$ cat src/design/shield_pkg.sv
package shield_pkg;

  // ~~~~~~~~~~~~~~~~~~~~~~~~~~~~~~~~~~~~~~~~~~~~~~~~~~~~~~~~~~~~~~~~~~~~~~~~~
  // Ring bus.
  // ~~~~~~~~~~~~~~~~~~~~~~~~~~~~~~~~~~~~~~~~~~~~~~~~~~~~~~~~~~~~~~~~~~~~~~~~~
  localparam int BUS_AW = 32;
  localparam int BUS_DW = 32;

  localparam logic [BUS_AW-1:0] JOY_BASE  = 32'hC100_0100;
  localparam logic [BUS_AW-1:0] DISP_BASE = 32'hC200_0000;
  localparam int WIN_SIZE = 5;  // 32 word offsets per window.

  localparam int JOY_REG_X     = 0;
  localparam int JOY_REG_Y     = 1;
  localparam int JOY_REG_COUNT = 2;

  localparam int DISP_REG_CMD    = 0;
  localparam int DISP_REG_DATA   = 1;
  localparam int DISP_REG_STATUS = 2;

  // ~~~~~~~~~~~~~~~~~~~~~~~~~~~~~~~~~~~~~~~~~~~~~~~~~~~~~~~~~~~~~~~~~~~~~~~~~
  // Joystick ADC.
  // ~~~~~~~~~~~~~~~~~~~~~~~~~~~~~~~~~~~~~~~~~~~~~~~~~~~~~~~~~~~~~~~~~~~~~~~~~
  localparam int ADC_BITS        = 12;
  localparam int ADC_CHANNELS    = 2;
  localparam int ADC_SCK_DIV     = 2;
  localparam int ADC_CONV_CYCLES = 80;  // 1.6 us at 50 MHz.
  localparam int ADC_CFG_BITS    = 6;
  localparam int ADC_CH_W        = (ADC_CHANNELS > 1) ? $clog2(ADC_CHANNELS) : 1;
  localparam int ADC_CNT_W       = $clog2(ADC_CONV_CYCLES + 1);
  localparam int ADC_BIT_W       = $clog2(ADC_BITS);

  // ~~~~~~~~~~~~~~~~~~~~~~~~~~~~~~~~~~~~~~~~~~~~~~~~~~~~~~~~~~~~~~~~~~~~~~~~~
  // Display.
  // ~~~~~~~~~~~~~~~~~~~~~~~~~~~~~~~~~~~~~~~~~~~~~~~~~~~~~~~~~~~~~~~~~~~~~~~~~
  localparam int SPI_SCK_DIV     = 2;
  localparam int SPI_DIV_W       = $clog2(SPI_SCK_DIV + 1);
  localparam int DISP_FIFO_DEPTH = 8;
  localparam int DISP_FIFO_AW    = $clog2(DISP_FIFO_DEPTH);

endpackage

$ cat src/design/adc_sampler.sv
`timescale 1ns/1ps

module adc_sampler (
  input  logic                            i_clk,
  input  logic                            i_arst_n,

  output logic                            o_adc_convst,
  output logic                            o_adc_sck,
  output logic                            o_adc_sdi,
  input  logic                            i_adc_sdo,

  output logic                            o_sample_valid,
  output logic [shield_pkg::ADC_CH_W-1:0] o_sample_ch,
  output logic [shield_pkg::ADC_BITS-1:0] o_sample_value
);
  import shield_pkg::*;

  typedef enum logic [1:0] {ST_IDLE, ST_CONV, ST_WAIT, ST_SHIFT} state_t;

  state_t                  state;
  logic [ADC_CNT_W-1:0]    cnt;
  logic [ADC_BIT_W-1:0]    bit_cnt;
  logic [ADC_CH_W-1:0]     cfg_ch;  // Channel configured in the current frame.
  logic [ADC_CH_W-1:0]     res_ch;  // Channel whose result is shifted out now.
  logic [ADC_CH_W-1:0]     nxt_ch;
  logic                    primed;
  logic [ADC_CFG_BITS-1:0] cfg_sr;
  logic [ADC_BITS-1:0]     sdo_sr;
  logic                    sck_rise;
  logic                    sck_fall;
  logic                    last_bit;

  // LTC2308 word for a single ended unipolar input with sleep off.
  function automatic logic [ADC_CFG_BITS-1:0] cfg_word(input logic [ADC_CH_W-1:0] ch);
    logic [2:0] ch3;
    ch3 = 3'(ch);
    return {1'b1, ch3[0], ch3[2:1], 1'b1, 1'b0};
  endfunction

  assign nxt_ch   = (cfg_ch == ADC_CH_W'(ADC_CHANNELS - 1)) ? '0 : cfg_ch + 1'b1;
  assign sck_rise = (state == ST_SHIFT) && (cnt == ADC_CNT_W'(ADC_SCK_DIV - 1)) && !o_adc_sck;
  assign sck_fall = (state == ST_SHIFT) && (cnt == ADC_CNT_W'(ADC_SCK_DIV - 1)) && o_adc_sck;
  assign last_bit = (bit_cnt == ADC_BIT_W'(ADC_BITS - 1));

  assign o_adc_convst = (state == ST_CONV);
  assign o_adc_sdi    = cfg_sr[ADC_CFG_BITS-1];  // MSB first.

  always_ff @(posedge i_clk or negedge i_arst_n) begin
    if (!i_arst_n) begin
      state          <= ST_IDLE;
      cnt            <= '0;
      bit_cnt        <= '0;
      cfg_ch         <= ADC_CH_W'(ADC_CHANNELS - 1);
      res_ch         <= '0;
      primed         <= 1'b0;
      cfg_sr         <= '0;
      o_adc_sck      <= 1'b0;
      o_sample_valid <= 1'b0;
    end else begin
      o_sample_valid <= 1'b0;
      case (state)
        ST_IDLE: state <= ST_CONV;
        ST_CONV: begin
          res_ch <= cfg_ch;
          cfg_ch <= nxt_ch;
          cfg_sr <= cfg_word(nxt_ch);
          cnt    <= '0;
          state  <= ST_WAIT;
        end
        ST_WAIT: begin
          if (cnt == ADC_CNT_W'(ADC_CONV_CYCLES - 1)) begin
            cnt     <= '0;
            bit_cnt <= '0;
            state   <= ST_SHIFT;
          end else begin
            cnt <= cnt + 1'b1;
          end
        end
        ST_SHIFT: begin
          if (sck_rise || sck_fall) begin
            cnt       <= '0;
            o_adc_sck <= ~o_adc_sck;
          end else begin
            cnt <= cnt + 1'b1;
          end
          if (sck_fall) begin
            cfg_sr  <= cfg_sr << 1;
            bit_cnt <= bit_cnt + 1'b1;
            if (last_bit) begin
              state          <= ST_CONV;
              primed         <= 1'b1;
              o_sample_valid <= primed;  // First frame has no configured result.
            end
          end
        end
        default: state <= ST_IDLE;
      endcase
    end
  end

  always_ff @(posedge i_clk) begin
    if (sck_rise) begin
      sdo_sr <= {sdo_sr[ADC_BITS-2:0], i_adc_sdo};
    end
    if (sck_fall && last_bit) begin
      o_sample_ch    <= res_ch;
      o_sample_value <= sdo_sr;
    end
  end

  a_sck_idle_low: assert property (
    @(posedge i_clk) disable iff (!i_arst_n)
    (state != ST_SHIFT) |-> !o_adc_sck
  );

endmodule

$ cat src/design/bus_node.sv
`timescale 1ns/1ps

module bus_node #(
  parameter logic [shield_pkg::BUS_AW-1:0] ADDR_BASE = '0,
  parameter int                            SIZE      = shield_pkg::WIN_SIZE
) (
  input  logic                          i_clk,
  input  logic                          i_arst_n,

  input  logic                          i_bus_req,
  input  logic                          i_bus_ack,
  input  logic                          i_bus_write,
  input  logic [shield_pkg::BUS_AW-1:0] i_bus_addr,
  input  logic [shield_pkg::BUS_DW-1:0] i_bus_data,

  output logic                          o_bus_req,
  output logic                          o_bus_ack,
  output logic                          o_bus_write,
  output logic [shield_pkg::BUS_AW-1:0] o_bus_addr,
  output logic [shield_pkg::BUS_DW-1:0] o_bus_data,

  output logic                          o_reg_wr,
  output logic                          o_reg_rd,
  output logic [SIZE-1:0]               o_reg_offset,
  output logic [shield_pkg::BUS_DW-1:0] o_reg_wdata,
  input  logic [shield_pkg::BUS_DW-1:0] i_reg_rdata
);
  import shield_pkg::*;

  logic hit;
  logic claim;

  // Only the bits above the window are decoded.
  assign hit   = (i_bus_addr[BUS_AW-1:SIZE] == ADDR_BASE[BUS_AW-1:SIZE]);
  assign claim = i_bus_req & ~i_bus_ack & hit;  // First matching node wins.

  assign o_reg_wr     = claim & i_bus_write;
  assign o_reg_rd     = claim & ~i_bus_write;
  assign o_reg_offset = i_bus_addr[SIZE-1:0];
  assign o_reg_wdata  = i_bus_data;

  always_ff @(posedge i_clk or negedge i_arst_n) begin
    if (!i_arst_n) begin
      o_bus_req <= 1'b0;
      o_bus_ack <= 1'b0;
    end else begin
      o_bus_req <= i_bus_req;
      o_bus_ack <= i_bus_ack | claim;
    end
  end

  always_ff @(posedge i_clk) begin
    o_bus_write <= i_bus_write;
    o_bus_addr  <= i_bus_addr;
    // Read data replaces the request payload.
    o_bus_data  <= o_reg_rd ? i_reg_rdata : i_bus_data;
  end

  // Upstream must never hand over an ack without a request.
  a_ack_needs_req: assert property (
    @(posedge i_clk) disable iff (!i_arst_n)
    o_bus_ack |-> o_bus_req
  );

endmodule

$ cat src/design/joystick.sv
`timescale 1ns/1ps

module joystick #(
  parameter logic [shield_pkg::BUS_AW-1:0] ADDR_BASE = shield_pkg::JOY_BASE,
  parameter int                            SIZE      = shield_pkg::WIN_SIZE
) (
  input  logic                          i_clk,
  input  logic                          i_arst_n,

  output logic                          o_adc_convst,
  output logic                          o_adc_sck,
  output logic                          o_adc_sdi,
  input  logic                          i_adc_sdo,

  input  logic                          i_bus_req,
  input  logic                          i_bus_ack,
  input  logic                          i_bus_write,
  input  logic [shield_pkg::BUS_AW-1:0] i_bus_addr,
  input  logic [shield_pkg::BUS_DW-1:0] i_bus_data,

  output logic                          o_bus_req,
  output logic                          o_bus_ack,
  output logic                          o_bus_write,
  output logic [shield_pkg::BUS_AW-1:0] o_bus_addr,
  output logic [shield_pkg::BUS_DW-1:0] o_bus_data
);
  import shield_pkg::*;

  logic [SIZE-1:0]     reg_offset;
  logic [BUS_DW-1:0]   reg_rdata;
  logic                sample_valid;
  logic [ADC_CH_W-1:0] sample_ch;
  logic [ADC_BITS-1:0] sample_value;
  logic [ADC_BITS-1:0] joy_x;
  logic [ADC_BITS-1:0] joy_y;
  logic [31:0]         sample_count;

  bus_node #(.ADDR_BASE(ADDR_BASE), .SIZE(SIZE)) u_node (
    .i_clk        (i_clk),
    .i_arst_n     (i_arst_n),
    .i_bus_req    (i_bus_req),
    .i_bus_ack    (i_bus_ack),
    .i_bus_write  (i_bus_write),
    .i_bus_addr   (i_bus_addr),
    .i_bus_data   (i_bus_data),
    .o_bus_req    (o_bus_req),
    .o_bus_ack    (o_bus_ack),
    .o_bus_write  (o_bus_write),
    .o_bus_addr   (o_bus_addr),
    .o_bus_data   (o_bus_data),
    .o_reg_wr     (),            // Read-only registers.
    .o_reg_rd     (),
    .o_reg_offset (reg_offset),
    .o_reg_wdata  (),
    .i_reg_rdata  (reg_rdata)
  );

  adc_sampler u_adc (
    .i_clk          (i_clk),
    .i_arst_n       (i_arst_n),
    .o_adc_convst   (o_adc_convst),
    .o_adc_sck      (o_adc_sck),
    .o_adc_sdi      (o_adc_sdi),
    .i_adc_sdo      (i_adc_sdo),
    .o_sample_valid (sample_valid),
    .o_sample_ch    (sample_ch),
    .o_sample_value (sample_value)
  );

  always_ff @(posedge i_clk or negedge i_arst_n) begin
    if (!i_arst_n) begin
      joy_x        <= '0;
      joy_y        <= '0;
      sample_count <= '0;
    end else if (sample_valid) begin
      if (sample_ch == ADC_CH_W'(0)) joy_x <= sample_value;
      if (sample_ch == ADC_CH_W'(1)) joy_y <= sample_value;
      sample_count <= sample_count + 1'b1;
    end
  end

  always_comb begin
    case (reg_offset)
      SIZE'(JOY_REG_X):     reg_rdata = BUS_DW'(joy_x);
      SIZE'(JOY_REG_Y):     reg_rdata = BUS_DW'(joy_y);
      SIZE'(JOY_REG_COUNT): reg_rdata = BUS_DW'(sample_count);
      default:              reg_rdata = '0;
    endcase
  end

endmodule

$ cat src/design/shield.sv
`timescale 1ns/1ps

module shield (
  input  logic                          i_clk,
  input  logic                          i_arst_n,

  input  logic                          i_bus_req,
  input  logic                          i_bus_ack,
  input  logic                          i_bus_write,
  input  logic [shield_pkg::BUS_AW-1:0] i_bus_addr,
  input  logic [shield_pkg::BUS_DW-1:0] i_bus_data,

  output logic                          o_bus_req,
  output logic                          o_bus_ack,
  output logic                          o_bus_write,
  output logic [shield_pkg::BUS_AW-1:0] o_bus_addr,
  output logic [shield_pkg::BUS_DW-1:0] o_bus_data,

  output logic                          o_adc_convst,
  output logic                          o_adc_sck,
  output logic                          o_adc_sdi,
  input  logic                          i_adc_sdo,

  output logic [15:0]                   o_arduino_io
);
  import shield_pkg::*;

  // Ring segment from joystick to display.
  logic              jd_bus_req;
  logic              jd_bus_ack;
  logic              jd_bus_write;
  logic [BUS_AW-1:0] jd_bus_addr;
  logic [BUS_DW-1:0] jd_bus_data;

  logic tft_dc;
  logic tft_cs;
  logic tft_mosi;
  logic tft_sck;

  joystick #(.ADDR_BASE(JOY_BASE), .SIZE(WIN_SIZE)) u_joystick (
    .i_clk (i_clk), .i_arst_n (i_arst_n),
    .o_adc_convst (o_adc_convst), .o_adc_sck (o_adc_sck),
    .o_adc_sdi (o_adc_sdi), .i_adc_sdo (i_adc_sdo),
    .i_bus_req (i_bus_req), .i_bus_ack (i_bus_ack), .i_bus_write (i_bus_write),
    .i_bus_addr (i_bus_addr), .i_bus_data (i_bus_data),
    .o_bus_req (jd_bus_req), .o_bus_ack (jd_bus_ack), .o_bus_write (jd_bus_write),
    .o_bus_addr (jd_bus_addr), .o_bus_data (jd_bus_data)
  );

  st7735r #(.ADDR_BASE(DISP_BASE), .SIZE(WIN_SIZE)) u_display (
    .i_clk (i_clk), .i_arst_n (i_arst_n),
    .o_tft_dc (tft_dc), .o_tft_sck (tft_sck), .o_tft_mosi (tft_mosi), .o_tft_cs (tft_cs),
    .i_bus_req (jd_bus_req), .i_bus_ack (jd_bus_ack), .i_bus_write (jd_bus_write),
    .i_bus_addr (jd_bus_addr), .i_bus_data (jd_bus_data),
    .o_bus_req (o_bus_req), .o_bus_ack (o_bus_ack), .o_bus_write (o_bus_write),
    .o_bus_addr (o_bus_addr), .o_bus_data (o_bus_data)
  );

  // Shield header. SD card, MISO and spare pins held low.
  always_comb begin
    o_arduino_io     = '0;
    o_arduino_io[8]  = tft_dc;
    o_arduino_io[10] = tft_cs;
    o_arduino_io[11] = tft_mosi;
    o_arduino_io[13] = tft_sck;
  end

endmodule

$ cat src/design/spi_tx.sv
`timescale 1ns/1ps

module spi_tx (
  input  logic       i_clk,
  input  logic       i_arst_n,

  input  logic       i_start,
  input  logic [7:0] i_byte,
  input  logic       i_dc,
  output logic       o_busy,

  output logic       o_sck,
  output logic       o_mosi,
  output logic       o_cs,
  output logic       o_dc
);
  import shield_pkg::*;

  logic [SPI_DIV_W-1:0] div;
  logic [2:0]           bit_cnt;
  logic [7:0]           shift_sr;
  logic                 shifting;
  logic                 half_done;

  // Busy with CS high is the one-cycle gap after a byte.
  assign shifting  = o_busy & ~o_cs;
  assign half_done = (div == SPI_DIV_W'(SPI_SCK_DIV - 1));
  assign o_mosi    = shift_sr[7];

  always_ff @(posedge i_clk or negedge i_arst_n) begin
    if (!i_arst_n) begin
      o_busy   <= 1'b0;
      o_cs     <= 1'b1;
      o_sck    <= 1'b0;
      o_dc     <= 1'b0;
      div      <= '0;
      bit_cnt  <= '0;
      shift_sr <= '0;
    end else if (i_start && !o_busy) begin
      o_busy   <= 1'b1;
      o_cs     <= 1'b0;
      o_dc     <= i_dc;
      div      <= '0;
      bit_cnt  <= '0;
      shift_sr <= i_byte;
    end else if (shifting) begin
      if (!half_done) begin
        div <= div + 1'b1;
      end else begin
        div   <= '0;
        o_sck <= ~o_sck;
        if (o_sck) begin  // Falling edge moves on to the next bit.
          shift_sr <= {shift_sr[6:0], 1'b0};
          bit_cnt  <= bit_cnt + 1'b1;
          if (bit_cnt == 3'd7) o_cs <= 1'b1;
        end
      end
    end else if (o_busy) begin
      o_busy <= 1'b0;
    end
  end

  // The FIFO side must wait for the shifter.
  a_no_start_busy: assert property (
    @(posedge i_clk) disable iff (!i_arst_n)
    !(i_start && o_busy)
  );

endmodule

$ cat src/design/st7735r.sv
`timescale 1ns/1ps

module st7735r #(
  parameter logic [shield_pkg::BUS_AW-1:0] ADDR_BASE = shield_pkg::DISP_BASE,
  parameter int                            SIZE      = shield_pkg::WIN_SIZE
) (
  input  logic                          i_clk,
  input  logic                          i_arst_n,

  output logic                          o_tft_dc,
  output logic                          o_tft_sck,
  output logic                          o_tft_mosi,
  output logic                          o_tft_cs,

  input  logic                          i_bus_req,
  input  logic                          i_bus_ack,
  input  logic                          i_bus_write,
  input  logic [shield_pkg::BUS_AW-1:0] i_bus_addr,
  input  logic [shield_pkg::BUS_DW-1:0] i_bus_data,

  output logic                          o_bus_req,
  output logic                          o_bus_ack,
  output logic                          o_bus_write,
  output logic [shield_pkg::BUS_AW-1:0] o_bus_addr,
  output logic [shield_pkg::BUS_DW-1:0] o_bus_data
);
  import shield_pkg::*;

  logic                    reg_wr;
  logic                    reg_rd;
  logic [SIZE-1:0]         reg_offset;
  logic [BUS_DW-1:0]       reg_wdata;
  logic [BUS_DW-1:0]       reg_rdata;
  logic [8:0]              fifo_mem [DISP_FIFO_DEPTH];  // {dc, byte}.
  logic [DISP_FIFO_AW-1:0] wr_ptr;
  logic [DISP_FIFO_AW-1:0] rd_ptr;
  logic [DISP_FIFO_AW:0]   level;
  logic                    overflow;
  logic                    push;
  logic                    accept;
  logic                    pop;
  logic                    spi_busy;

  bus_node #(.ADDR_BASE(ADDR_BASE), .SIZE(SIZE)) u_node (
    .i_clk (i_clk), .i_arst_n (i_arst_n),
    .i_bus_req (i_bus_req), .i_bus_ack (i_bus_ack), .i_bus_write (i_bus_write),
    .i_bus_addr (i_bus_addr), .i_bus_data (i_bus_data),
    .o_bus_req (o_bus_req), .o_bus_ack (o_bus_ack), .o_bus_write (o_bus_write),
    .o_bus_addr (o_bus_addr), .o_bus_data (o_bus_data),
    .o_reg_wr (reg_wr), .o_reg_rd (reg_rd), .o_reg_offset (reg_offset),
    .o_reg_wdata (reg_wdata), .i_reg_rdata (reg_rdata)
  );

  assign push   = reg_wr && (reg_offset == SIZE'(DISP_REG_CMD) ||
                             reg_offset == SIZE'(DISP_REG_DATA));
  assign accept = push && (level != (DISP_FIFO_AW + 1)'(DISP_FIFO_DEPTH));
  assign pop    = (level != '0) && !spi_busy;

  always_ff @(posedge i_clk or negedge i_arst_n) begin
    if (!i_arst_n) begin
      wr_ptr   <= '0;
      rd_ptr   <= '0;
      level    <= '0;
      overflow <= 1'b0;
    end else begin
      if (accept) wr_ptr <= (wr_ptr == DISP_FIFO_AW'(DISP_FIFO_DEPTH - 1)) ? '0 : wr_ptr + 1'b1;
      if (pop) rd_ptr <= (rd_ptr == DISP_FIFO_AW'(DISP_FIFO_DEPTH - 1)) ? '0 : rd_ptr + 1'b1;
      if (accept && !pop) level <= level + 1'b1;
      else if (pop && !accept) level <= level - 1'b1;
      if (push && !accept) overflow <= 1'b1;  // Sticky.
      else if (reg_rd && reg_offset == SIZE'(DISP_REG_STATUS)) overflow <= 1'b0;
    end
  end

  always_ff @(posedge i_clk) begin
    if (accept) fifo_mem[wr_ptr] <= {reg_offset == SIZE'(DISP_REG_DATA), reg_wdata[7:0]};
  end

  always_comb begin
    reg_rdata = '0;
    if (reg_offset == SIZE'(DISP_REG_STATUS)) begin
      reg_rdata[DISP_FIFO_AW:0] = level;
      reg_rdata[8]              = spi_busy;
      reg_rdata[16]             = overflow;
    end
  end

  spi_tx u_spi (
    .i_clk (i_clk), .i_arst_n (i_arst_n),
    .i_start (pop), .i_byte (fifo_mem[rd_ptr][7:0]), .i_dc (fifo_mem[rd_ptr][8]),
    .o_busy (spi_busy),
    .o_sck (o_tft_sck), .o_mosi (o_tft_mosi), .o_cs (o_tft_cs), .o_dc (o_tft_dc)
  );

endmodule

$ cat config.mk
export PLATFORM = sky130hd
export DESIGN_NAME = shield
export DESIGN_NICKNAME = d
export VERILOG_FILES = /design/src/design/shield_pkg.sv /design/src/design/adc_sampler.sv /design/src/design/bus_node.sv /design/src/design/joystick.sv /design/src/design/shield.sv /design/src/design/spi_tx.sv /design/src/design/st7735r.sv
export SDC_FILE = /design/constraint.sdc
export NUM_CORES = 1
export LEC_CHECK = 0
export BUFFER_PORTS_ARGS = -buffer_cell sky130_fd_sc_hd__buf_4
export CAP_MARGIN = 5
export CORE_MARGIN = 2
export CORE_UTILIZATION = 50
export CTS_CLUSTER_DIAMETER = 100
export CTS_CLUSTER_SIZE = 8
export DETAILED_ROUTE_END_ITERATION = 12
export PLACE_DENSITY = 0.7
export SLEW_MARGIN = 30
export SYNTH_ARGS = -nofsm -noshare
export SYNTH_HDL_FRONTEND = slang
export SYNTH_SLANG_ARGS = --single-unit
$ cat constraint.sdc
create_clock -name i_clk -period 4.5 [get_ports i_clk]
set_clock_uncertainty 0.15 [all_clocks]
set_input_delay 0.225 -clock i_clk [delete_from_list [all_inputs] [get_ports i_clk]]
set_output_delay 0.225 -clock i_clk [all_outputs]
set_load 0.03 [all_outputs]
Yosys cells after proc, flatten, opt, wreduce, memory -nomap -nowiden

Memory sizes are Yosys's and may differ from the RTL's.
Cells that the tools add are included.

Register bits after elaboration: 267
RAM bits: 72
Input port bits: 70
Output and inout port bits: 86
Memories kept: 1

$add $sub $neg: 10
Equal/unequal tests: 21
Muxes and demuxes: 48
Bitwise logic cells: 19
Reduce and logical (&&, ||, !) cells: 41

Memories:

| memory             | words | bits a word | rd ports | clocked after memory_dff | write ports | RTL line      | RTL |
|---|---|---|---|---|---|---|---|
| u_display.fifo_mem | 8     | 9           | 1        | 0                        | 1           | st7735r.sv:34 | `logic [8:0] fifo_mem [DISP_FIFO_DEPTH];` |

Operator list:

| kind                                           | number |
|---|---|
| one-hot mux 32 bit (3 select lines)            | 1 |
| == test 27 bit (second input constant)         | 2 |
| adder 32 x 1 -> 32 bit (second input constant) | 1 |
| 2-to-1 mux 32 bit                              | 1 |
| 2-to-1 mux 8 bit                               | 4 |
| one-hot mux 7 bit (3 select lines)             | 1 |
| 2-to-1 mux 4 bit                               | 5 |
| 2-to-1 mux 3 bit                               | 6 |
| 2-to-1 mux 1 bit                               | 17 |
| 2-to-1 mux 17 bit                              | 1 |
| nonzero test 2 bit                             | 8 |
| AND reduction 3 bit                            | 5 |
| 2-to-1 mux 7 bit                               | 2 |
| logical AND 1 bit                              | 12 |
| 2-to-1 mux 2 bit                               | 6 |
| one-hot mux 6 bit (2 select lines)             | 1 |
| == test 5 x 1 -> 1 bit (second input constant) | 2 |
| == test 5 x 2 -> 1 bit (second input constant) | 2 |
| zero test 5 bit                                | 2 |
| adder 3 x 1 -> 3 bit (second input constant)   | 3 |
| == test 3 bit (second input constant)          | 3 |
| NOT 1 bit                                      | 9 |
| adder 4 x 1 -> 4 bit (second input constant)   | 2 |
| AND 1 bit                                      | 8 |
| 23 further kinds                               | 35 |

Depth between registers and ports, before layout

Gate-level depths: netlist of the first run.

Depth after elaboration: 10
Mapped depth: 11
Depth with buffers taken out: 10

Modules after synthesis

From an unflattened synthesis of the first run, not the netlist that was laid out.

Cell total of the unflattened synthesis: 981
Area, all modules: 13,578.0 um^2

By module, submodules not included:

| module                       | times used | cells each | area each (um^2) | sequential area each (um^2) |
|---|---|---|---|---|
| st7735r                      | 1          | 185        | 3,512.1          | 2,437.3 |
| joystick                     | 1          | 244        | 2,836.5          | 1,401.3 |
| bus_node (u_joystick.u_node) | 1          | 155        | 2,150.8          | 1,351.3 |
| bus_node (u_display.u_node)  | 1          | 155        | 2,148.3          | 1,351.3 |
| adc_sampler                  | 1          | 146        | 2,023.2          | 1,327.5 |
| spi_tx                       | 1          | 79         | 783.3            | 426.7 |
| shield                       | 1          | 17         | 123.9            | 0.0 |

Least setup slack after synthesis of the first run

OpenSTA, ideal clock, no wires.

Kind: reg-to-reg
Start: reg u_joystick.u_node.o_bus_ack
End: mem u_display.fifo_mem[4][0] (enable)
Setup time: 399 ps
Arrival: 2,424 ps
Slack: 1,527 ps
Cell stages (with the launch flop): 6
Buffers on the path: 1
Path through: dfrtp_1 -> nor4b_1 -> nand4_1 -> nor4b_2 -> buf_2 -> nor4bb_1

Word-level cells in the longest chain between the ends: 8

Ends and longest elaborated chain:

| item                                   | RTL line       | RTL |
|---|---|---|
| start, declared                        | bus_node.sv:17 | `output logic o_bus_ack,` |
| start signal, assigned                 | bus_node.sv:48 | `o_bus_ack <= i_bus_ack \| claim;` |
| NOT 1 bit                              | bus_node.sv:35 | `assign claim = i_bus_req & ~i_bus_ack & hit;` |
| AND 1 bit (2 in series)                | bus_node.sv:35 |  |
| AND 1 bit                              | bus_node.sv:37 | `assign o_reg_wr = claim & i_bus_write;` |
| logical AND 1 bit                      | st7735r.sv:54  | `assign push = reg_wr && (reg_offset == SIZE'(DISP_REG_CMD) \|\|` |
| logical AND 1 bit                      | st7735r.sv:56  | `assign accept = push && (level != (DISP_FIFO_AW + 1)'(DISP_FIFO_DEPTH));` |
| named net u_display.accept             | st7735r.sv:40  | `logic accept;` |
| 2-to-1 mux 1 bit                       | st7735r.sv:76  | `if (accept) fifo_mem[wr_ptr] <= {reg_offset == SIZE'(DISP_REG_DATA), reg_wdata[7:0]};` |
| 2-to-1 mux 1 bit (not written as such) | st7735r.sv:76  |  |
| end, declared                          | st7735r.sv:34  |  |

The timed path passes the listed nets, and every way through them passes these cells.

Worst setup path in the final report of the first run

Start: reg u_joystick.u_node.o_bus_addr[18] in the netlist's numbering
End: reg u_display.level[3]

Word-level cells in the longest chain between the ends: 8

Ends and longest elaborated chain:

| item                         | RTL line       | RTL |
|---|---|---|
| start, declared              | bus_node.sv:19 | `output logic [shield_pkg::BUS_AW-1:0] o_bus_addr,` |
| start signal, assigned       | bus_node.sv:54 | `o_bus_addr <= i_bus_addr;` |
| == test 27 bit *             | bus_node.sv:34 | `assign hit = (i_bus_addr[BUS_AW-1:SIZE] == ADDR_BASE[BUS_AW-1:SIZE]);` |
| AND 1 bit *                  | bus_node.sv:35 |  |
| AND 1 bit *                  | bus_node.sv:37 |  |
| logical AND 1 bit *          | st7735r.sv:54  |  |
| logical AND 1 bit *          | st7735r.sv:56  |  |
| zero test 1 bit              | st7735r.sv:69  | `else if (pop && !accept) level <= level - 1'b1;` |
| logical AND 1 bit            | st7735r.sv:69  |  |
| nonzero test 2 bit (no line) | --             |  |
| end signal, assigned         | st7735r.sv:68  | `if (accept && !pop) level <= level + 1'b1;` |
| end signal, assigned         | st7735r.sv:69  |  |
| end, declared                | st7735r.sv:37  | `logic [DISP_FIFO_AW:0] level;` |

Every way passes the cells marked *; elsewhere a longest branch is shown, timed or not.
A chain may end at the register's enable or synchronous reset.

==> summary.txt, run 1 <==
Worst setup path
  • R2r worst-path depth: 11
  • Critical R2R Capture: u_display.level[3]$_DFFE_PN0P_
  • Worst setup startpoint: u_joystick.u_node.o_bus_addr[18]$_DFF_P_
  • R2R Setup Slk: 1.40 ns
  • RR Startpoint: u_joystick.u_node.o_bus_addr[18]$_DFF_P_
  • CP arrival: 3.39 ns
  • Critical path class: flip-flop to flip-flop
  • Critical Path Start Type: flip-flop
  • Critical path capture point type: flip-flop
  • Worst path required time: 4.79 ns
  • Critical-path maximum fanout: 12

Place
  • DP Area: 13900 sq um
  • Placer Congestion: 0.854
  • Dpl hpwl: 16600 um
  • Port Buffers: 143

Power
  • Peak VDD IR: 312 uV
  • Net Sw Power: 1400 uW
  • Sw frac: 0.207
  • Comb pwr share: 0.045
  • Sequential power share: 0.480
  • Pwr dens: 424 nW/um^2
  • P_leak: 0.00672 uW
  • Internal power component: 5360 uW
  • Clk pwr share: 0.476

STA
  • Slew Limit Fails: 0
  • Post-route minimum period: 3.10 ns
  • Worst slew pin tran: 0.904 ns
  • RSZ-0062 raised after global routing: false
  • F_max: 0.323 GHz
  • Fin. Hold Viols: 0
  • Slew HR: 0.393
  • Final period util: 0.688
  • Final setup vio count: 0
  • Setup tns final: 0 ns

Clocking
  • Post-CTS Setup Inserts: 0
  • Clk slew on worst S/H paths: 0.05 ns
  • CTS H-tree depth: 2
  • Clock buffer depth: 3
  • CTS Sinks: 338
  • Clock root buffer: clkbuf_16
  • Clock Latency Late Sink: 0.52 ns
  • Inserted Clock Buffers: 48
  • CTS tree: done
  • Post-CTS Resized: 0

Global routing
  • Largest net degree at the start of global routing: 75
  • First-pass GRT wire length: 42000 um
  • Initial antenna violation count: 1
  • Total GRT Usage: 0.203
  • Grt ovf: 0
  • Vias in the first global route: 7928

Yosys
  • Post-synthesis cell area: 12500 sq um
  • Commonest register cell after synthesis: dfxtp_1
  • Sequential share of the synthesized area: 0.662
  • Netlist cell types: 66
  • Yosys reg bits: 338
  • Ys async rst share: 0.328
  • Mapped Cells: 896
  • Synth Area per Inst: 14.0 sq um
  • Post-synth EDFFs: 97
  • Yosys warning count: 0

Finish
  • Nets@finish: 1220
  • Share of cells above drive strength 1: 0.242
  • Post-route cell area: 15900 sq um
  • Layout area overhead: 27.2%

Worst hold path
  • Worst Hold Class: input pin to asynchronous set/reset pin

Floorplan
  • Die ar.: 26300 sq um
  • # IOs: 156
  • Starting Density: 0.512
  • Die Span X: 162 um
  • Row count: 57
  • Die height: 162 um
  • CORE AREA: 24500 sq um

Detailed routing
  • Via count: 7546
  • WL/cell: 17.1 um
  • Final wirelength: 25500 um
  • DRT Pass-1 Iters: 5
  • Antenna-violating nets left: 0
  • Detailed Route Iter0 Violations: 485
  • DR vias/cell: 5.06
  • Residual DRC: 0

Run status
  • Status: complete, no violations

Flow run
  • Max Cap Viol: 0
## layout by cell type (no fill, tap or decap), types with 3 or more instances in the layout
cell type / n
buf_4: 150
dfxtp_1: 130
dfrtp_1: 108
edfxtp_1: 97
dlygate4sd3_1: 69
nand2_1: 64
clkbuf_16: 49
mux2i_1: 47
mux2_2: 40
inv_1: 35
nor2b_1: 35
clkbuf_1: 35
xnor2_1: 27
nand3_1: 22
nor2_1: 21
mux4_2: 18
ha_1: 18
nor4_1: 15
xor2_1: 15
a21oi_1: 14
nor3_1: 13
nand4_1: 12
o2bb2ai_1: 12
conb_1: 12
o21ai_0: 9
nor4b_1: 8
a211oi_1: 8
and4_1: 7
and3_1: 6
mux2_1: 5
and2_1: 4
nor3b_1: 4
and4b_1: 4
nand2b_1: 3
or4_1: 3
and4bb_2: 3
o21bai_1: 3
a21o_1: 3
## logic make-up (layout without fill, tap and decap cells)
group / after synthesis / count (layout) / synth area share
XOR/XNOR: 42 / 42 / 0.0294
other: 1 / 13 / 0.000299
adder cells (fa/ha/maj): 19 / 19 / 0.0196
buffers and inverters: 82 / 341 / 0.0307
multiplexers: 111 / 111 / 0.112
AO/OA/AOI/OAI: 60 / 60 / 0.0344
flip-flops: 338 / 338 / 0.662
AND/OR/NAND/NOR: 243 / 243 / 0.112
## area by class of cell
type	instances	area, sq um
flip-flops and latches	338	8300
clock inverters	1	8.76
multi-input cells	487	3910
diodes	1	2.50
inverters	36	135
clock buffers	84	1360
well taps	324	405
fillers	1783	8520
repair buffers	220	1830
## power groups by stage
stage	Sequential [uW]	Clock [uW]	Combinational (uW)
after floorplan	3360	0	57.3
after global placement	3300	0	251
after detailed placement	3300	0	253
after CTS	3240	3280	302
after global routing	3250	3450	321
final	3250	3220	301
## stage by stage
step	cells	total power, uW	hold slack, ns	setup slack (ns)	utilization
finish	1491	6760	0.139	1.40	0.652
global route	1491	7010	0.197	1.17	0.652
CTS	1490	6830	0.178	1.42	0.651
detailed placement	1336	3550	0.145	1.46	0.567
global placement	1336	3550	0.180	1.50	0.567
floorplan	907	3410	-0.221	1.53	-
## per-layer routing
metal | vias to the layer above | wire length [um] | GRT usage | share of wire
met4 | 0 | 609 | 0.0688 | 0.024
met1 | 3695 | 10700 | 0.265 | 0.42
met3 | 51 | 1090 | 0.0345 | 0.043
li1 | 3656 | - | - | -
met2 | 144 | 13100 | 0.345 | 0.51
met5 | - | 0 | 0 | 0
## state kept, by name (all words and copies together) (netlist names), 2 cells and up
register                         count
u_display.u_node.o_bus_data         32
u_joystick.u_adc.o_sample_value     12
u_display.u_spi.div                  2
u_display.u_spi.bit_cnt              3
u_joystick.u_node.o_bus_addr        32
u_display.u_spi.shift_sr             8
u_joystick.u_adc.state               2
u_display.fifo_mem                  72
u_joystick.u_adc.bit_cnt             4
u_joystick.u_adc.sdo_sr             12
u_display.rd_ptr                     3
u_joystick.u_adc.cfg_sr              5
u_display.u_node.o_bus_addr         32
u_joystick.u_adc.cnt                 7
u_joystick.u_node.o_bus_data        32
u_display.wr_ptr                     3
u_joystick.joy_x                    12
u_display.level                      4
u_joystick.sample_count             32
u_joystick.joy_y                    12
## cells in the mapped netlist, types with 9 or more instances
cell type,n,share of area
nand2_1,64,0.019
o2bb2ai_1,12,0.0084
mux2_2,40,0.036
ha_1,18,0.018
edfxtp_1,97,0.23
nor2b_1,36,0.018
xor2_1,15,0.010
buf_4,16,0.0096
nand3_1,22,0.0088
nor3_1,14,0.0056
xnor2_1,27,0.019
clkbuf_1,21,0.0063
dfxtp_1,130,0.21
dfrtp_1,109,0.22
inv_1,35,0.010
o21ai_0,9,0.0036
nand4_1,12,0.0060
mux2i_1,47,0.038
nor2_1,22,0.0066
mux4_2,18,0.032
a21oi_1,14,0.0056
nor4_1,15,0.0075
## worst max-delay path: stages, from the launching register on
cell	delay [ns]
dfxtp_1	0.31
nor4_1	0.42
nand4_1	0.32
nor4b_2	0.31
buf_4	0.21
ha_1	0.19
inv_1	0.10
ha_1	0.29
a21o_1	0.18
a21oi_1	0.16
mux2i_1	0.23
xnor2_1	0.14
## worst max path at each step
stage                     slack (ns)  cells after the start                                  to
after floorplan                 1.53                      5  u_display.fifo_mem[4][0]$_DFFE_PP_
after global placement          1.50                     11      u_display.level[3]$_DFFE_PN0P_
after detailed placement        1.46                     11      u_display.level[3]$_DFFE_PN0P_
after CTS                       1.42                     11      u_display.level[3]$_DFFE_PN0P_
after global routing            1.17                     11      u_display.level[3]$_DFFE_PN0P_
final                           1.40                     11      u_display.level[3]$_DFFE_PN0P_
## timing repair
item                                    in CTS  in global routing
hold endpoints to repair                   140                  0
hold buffers                                69                  0
endpoints found under the setup margin       0                  0
Power figures use the tool's default switching activity.
==> inputs of run 2 (changes only) <==
--- a/config.mk
+++ b/config.mk
@@ -12,7 +12,7 @@
 export CTS_CLUSTER_DIAMETER = 100
 export CTS_CLUSTER_SIZE = 8
 export DETAILED_ROUTE_END_ITERATION = 12
-export PLACE_DENSITY = 0.7
+export PLACE_DENSITY = 0.73
 export SLEW_MARGIN = 30
 export SYNTH_ARGS = -nofsm -noshare
 export SYNTH_HDL_FRONTEND = slang
==> constraint.sdc (replaced) <==
create_clock -name i_clk -period 2.49 [get_ports i_clk]
set_clock_uncertainty 0.15 [all_clocks]
set_input_delay 0.1245 -clock i_clk [delete_from_list [all_inputs] [get_ports i_clk]]
set_output_delay 0.1245 -clock i_clk [all_outputs]
set_load 0.03 [all_outputs]
==> summary.txt, run 2 (synthesis results as in run 1) <==
Run status
  • Status: finished with violations
  • Violated checks: negative setup slack

Finish
  • Share of cells above drive strength 1: 0.272
  • Flip-flop count of the largest register, all copies and words added: 72
  • Largest Register: u_display.fifo_mem
  • Fillers: 1676
  • Utilization after layout: 0.670
  • Post-route cell area: 16400 sq um
  • Most common cell after layout, fill and taps aside: buf_4
  • Most frequent cells in the layout: buf_4 (172), dfxtp_1 (129), dfrtp_1 (109)
  • Layout area overhead: 30.9%
  • Nets@finish: 1250
  • Layout Cells excl Fill: 1524

Place
  • Dpl hpwl: 17100 um
  • DP Area: 14200 sq um
  • Placer Congestion: 0.796
  • Port Buffers: 143
  • Placed Cells: 1364

Floorplan
  • Die ar.: 26300 sq um
  • # IOs: 156
  • Starting Density: 0.512
  • Row count: 57
  • Die height: 162 um
  • Die Span X: 162 um
  • CORE AREA: 24500 sq um

Worst setup path
  • Worst path depth: 11
  • Crit path largest cell delay: 0.39 ns
  • Critical R2R Capture: u_display.level[3]$_DFFE_PN0P_
  • RR Startpoint: u_joystick.u_node.o_bus_ack$_DFF_PN0_
  • Critical-path maximum fanout: 4
  • Crit path buf inv count: 2
  • Slowest cell on crit path: dfrtp_1
  • R2r worst-path depth: 11
  • Critical path capture point type: flip-flop
  • CP arrival: 2.88 ns
  • Critical path class: flip-flop to flip-flop
  • CP top delay family: simple AND/OR/NAND/NOR gates
  • Worst path required time: 2.80 ns
  • R2R Setup Slk: -0.08 ns
  • Critical Path Start Type: flip-flop
  • Crit path cell chain: nor4b_2 > nand4_1 > nor4b_2 > buf_4 > ha_4 > inv_4 > ha_4 > a21o_1 > a21oi_2 > mux2i_1 > xnor2_1

Detailed routing
  • Detailed Route Iter0 Violations: 445
  • Antenna-violating nets left: 0
  • DR vias/cell: 5.11
  • Final wirelength: 26300 um
  • DRT Pass-1 Iters: 4
  • WL/cell: 17.3 um
  • Residual DRC: 0
  • Via count: 7787

Power
  • Pwr dens: 752 nW/um^2
  • Peak VDD IR: 616 uV
  • Overall Power: 12300 uW
  • P_leak: 0.00694 uW

STA
  • RSZ-0062 raised after global routing: true
  • WHS: 0.0240 ns
  • Post-route minimum period: 2.57 ns
  • Final setup vio count: 1
  • F_max: 0.389 GHz
  • Final period util: 1.03
  • Min setup slack post-route: -0.0799 ns
  • Slew HR: 0.579
  • Fin. Hold Viols: 0
  • Worst slew pin tran: 0.627 ns
  • Slew Limit Fails: 0

Global routing
  • Initial antenna violation count: 1
  • Vias in the first global route: 8129
  • First-pass GRT wire length: 42200 um
  • Largest net degree at the start of global routing: 64
  • Grt ovf: 0
  • Total GRT Usage: 0.202

Clocking
  • Clock root buffer: clkbuf_16
  • Clock Latency Late Sink: 0.54 ns
  • CTS tree: done
  • Clock buffer depth: 3
  • CTS H-tree depth: 2
  • Inserted Clock Buffers: 48
  • Clk slew on worst S/H paths: 0.05 ns
  • CTS Sinks: 338

Flow run
  • Max Cap Viol: 0

Worst hold path
  • Worst Hold Class: input pin to asynchronous set/reset pin
-- run 2: changes by cell type in the layout (fill, tap and decap cells not counted), sizes merged --
| cell | before | now |
|---|---|---|
| clkinv | 1 | 2 |
| buf | 151 | 181 |
| inv | 36 | 38 |
-- run 2: metrics by stage --
| stage | worst slack, ns | setup TNS (ns) |
|---|---|---|
| detailed placement | -0.158 | -0.240 |
| CTS | -0.107 | -0.107 |
| global placement | -0.0966 | -0.0966 |
| finish | -0.0799 | -0.0799 |
| global route | -0.262 | -0.390 |
| floorplan | -0.0607 | -0.318 |
-- run 2: layer usage --
layer | wire length, um | GRT usage | share of wire
met5 | 0 | 0 | 0
met4 | 991 | 0.0889 | 0.038
met3 | 1040 | 0.0363 | 0.039
met2 | 13500 | 0.350 | 0.51
met1 | 10800 | 0.250 | 0.41
-- run 2: power by group --
group / internal [uW] / total, uW / switching [uW]
clock network: 3620 / 5900 / 2280
logic: 265 / 564 / 299
registers: 5810 / 5870 / 64.4
total: 9690 / 12300 / 2640
-- run 2: worst max-delay path by stage --
| stage | startpoint | to |
|---|---|---|
| 3_5_place_dp | u_joystick.u_node.o_bus_addr[18]$_DFF_P_ | u_display.level[3]$_DFFE_PN0P_ |
| 2_1_floorplan | u_joystick.u_node.o_bus_addr[21]$_DFF_P_ | u_display.level[3]$_DFFE_PN0P_ |
| 3_3_place_gp | u_joystick.u_node.o_bus_addr[18]$_DFF_P_ | u_display.level[3]$_DFFE_PN0P_ |
| 4_1_cts | u_joystick.u_node.o_bus_addr[24]$_DFF_P_ | u_display.level[3]$_DFFE_PN0P_ |
| 5_1_grt | u_joystick.u_node.o_bus_ack$_DFF_PN0_ | u_display.level[3]$_DFFE_PN0P_ |
| 6_report | u_joystick.u_node.o_bus_ack$_DFF_PN0_ | u_display.level[3]$_DFFE_PN0P_ |
-- run 2: layout make-up --
| class | instances | area (sq um) | area share |
|---|---|---|---|
| sequential | 338 | 8300 | 0.506 |
| multi-input combinational | 487 | 4010 | 0.245 |
| timing repair buffer | 250 | 2150 | 0.131 |
| clock buffer | 84 | 1340 | 0.0815 |
| tap | 324 | 405 | 0.0247 |
| inverter | 36 | 138 | 0.00839 |
| clock inverter | 4 | 53.8 | 0.00328 |
| antenna | 1 | 2.50 | 0.000153 |
-- run 2: repair_timing --
item | 4_1_cts | 5_1_grt
hold endpoints to repair | 178 | 0
endpoints found under the setup margin | 3 | 21
pin swaps | 2 | 3
hold buffers | 70 | 0
buffers inserted | 0 | 1
resized for setup | 2 | 8
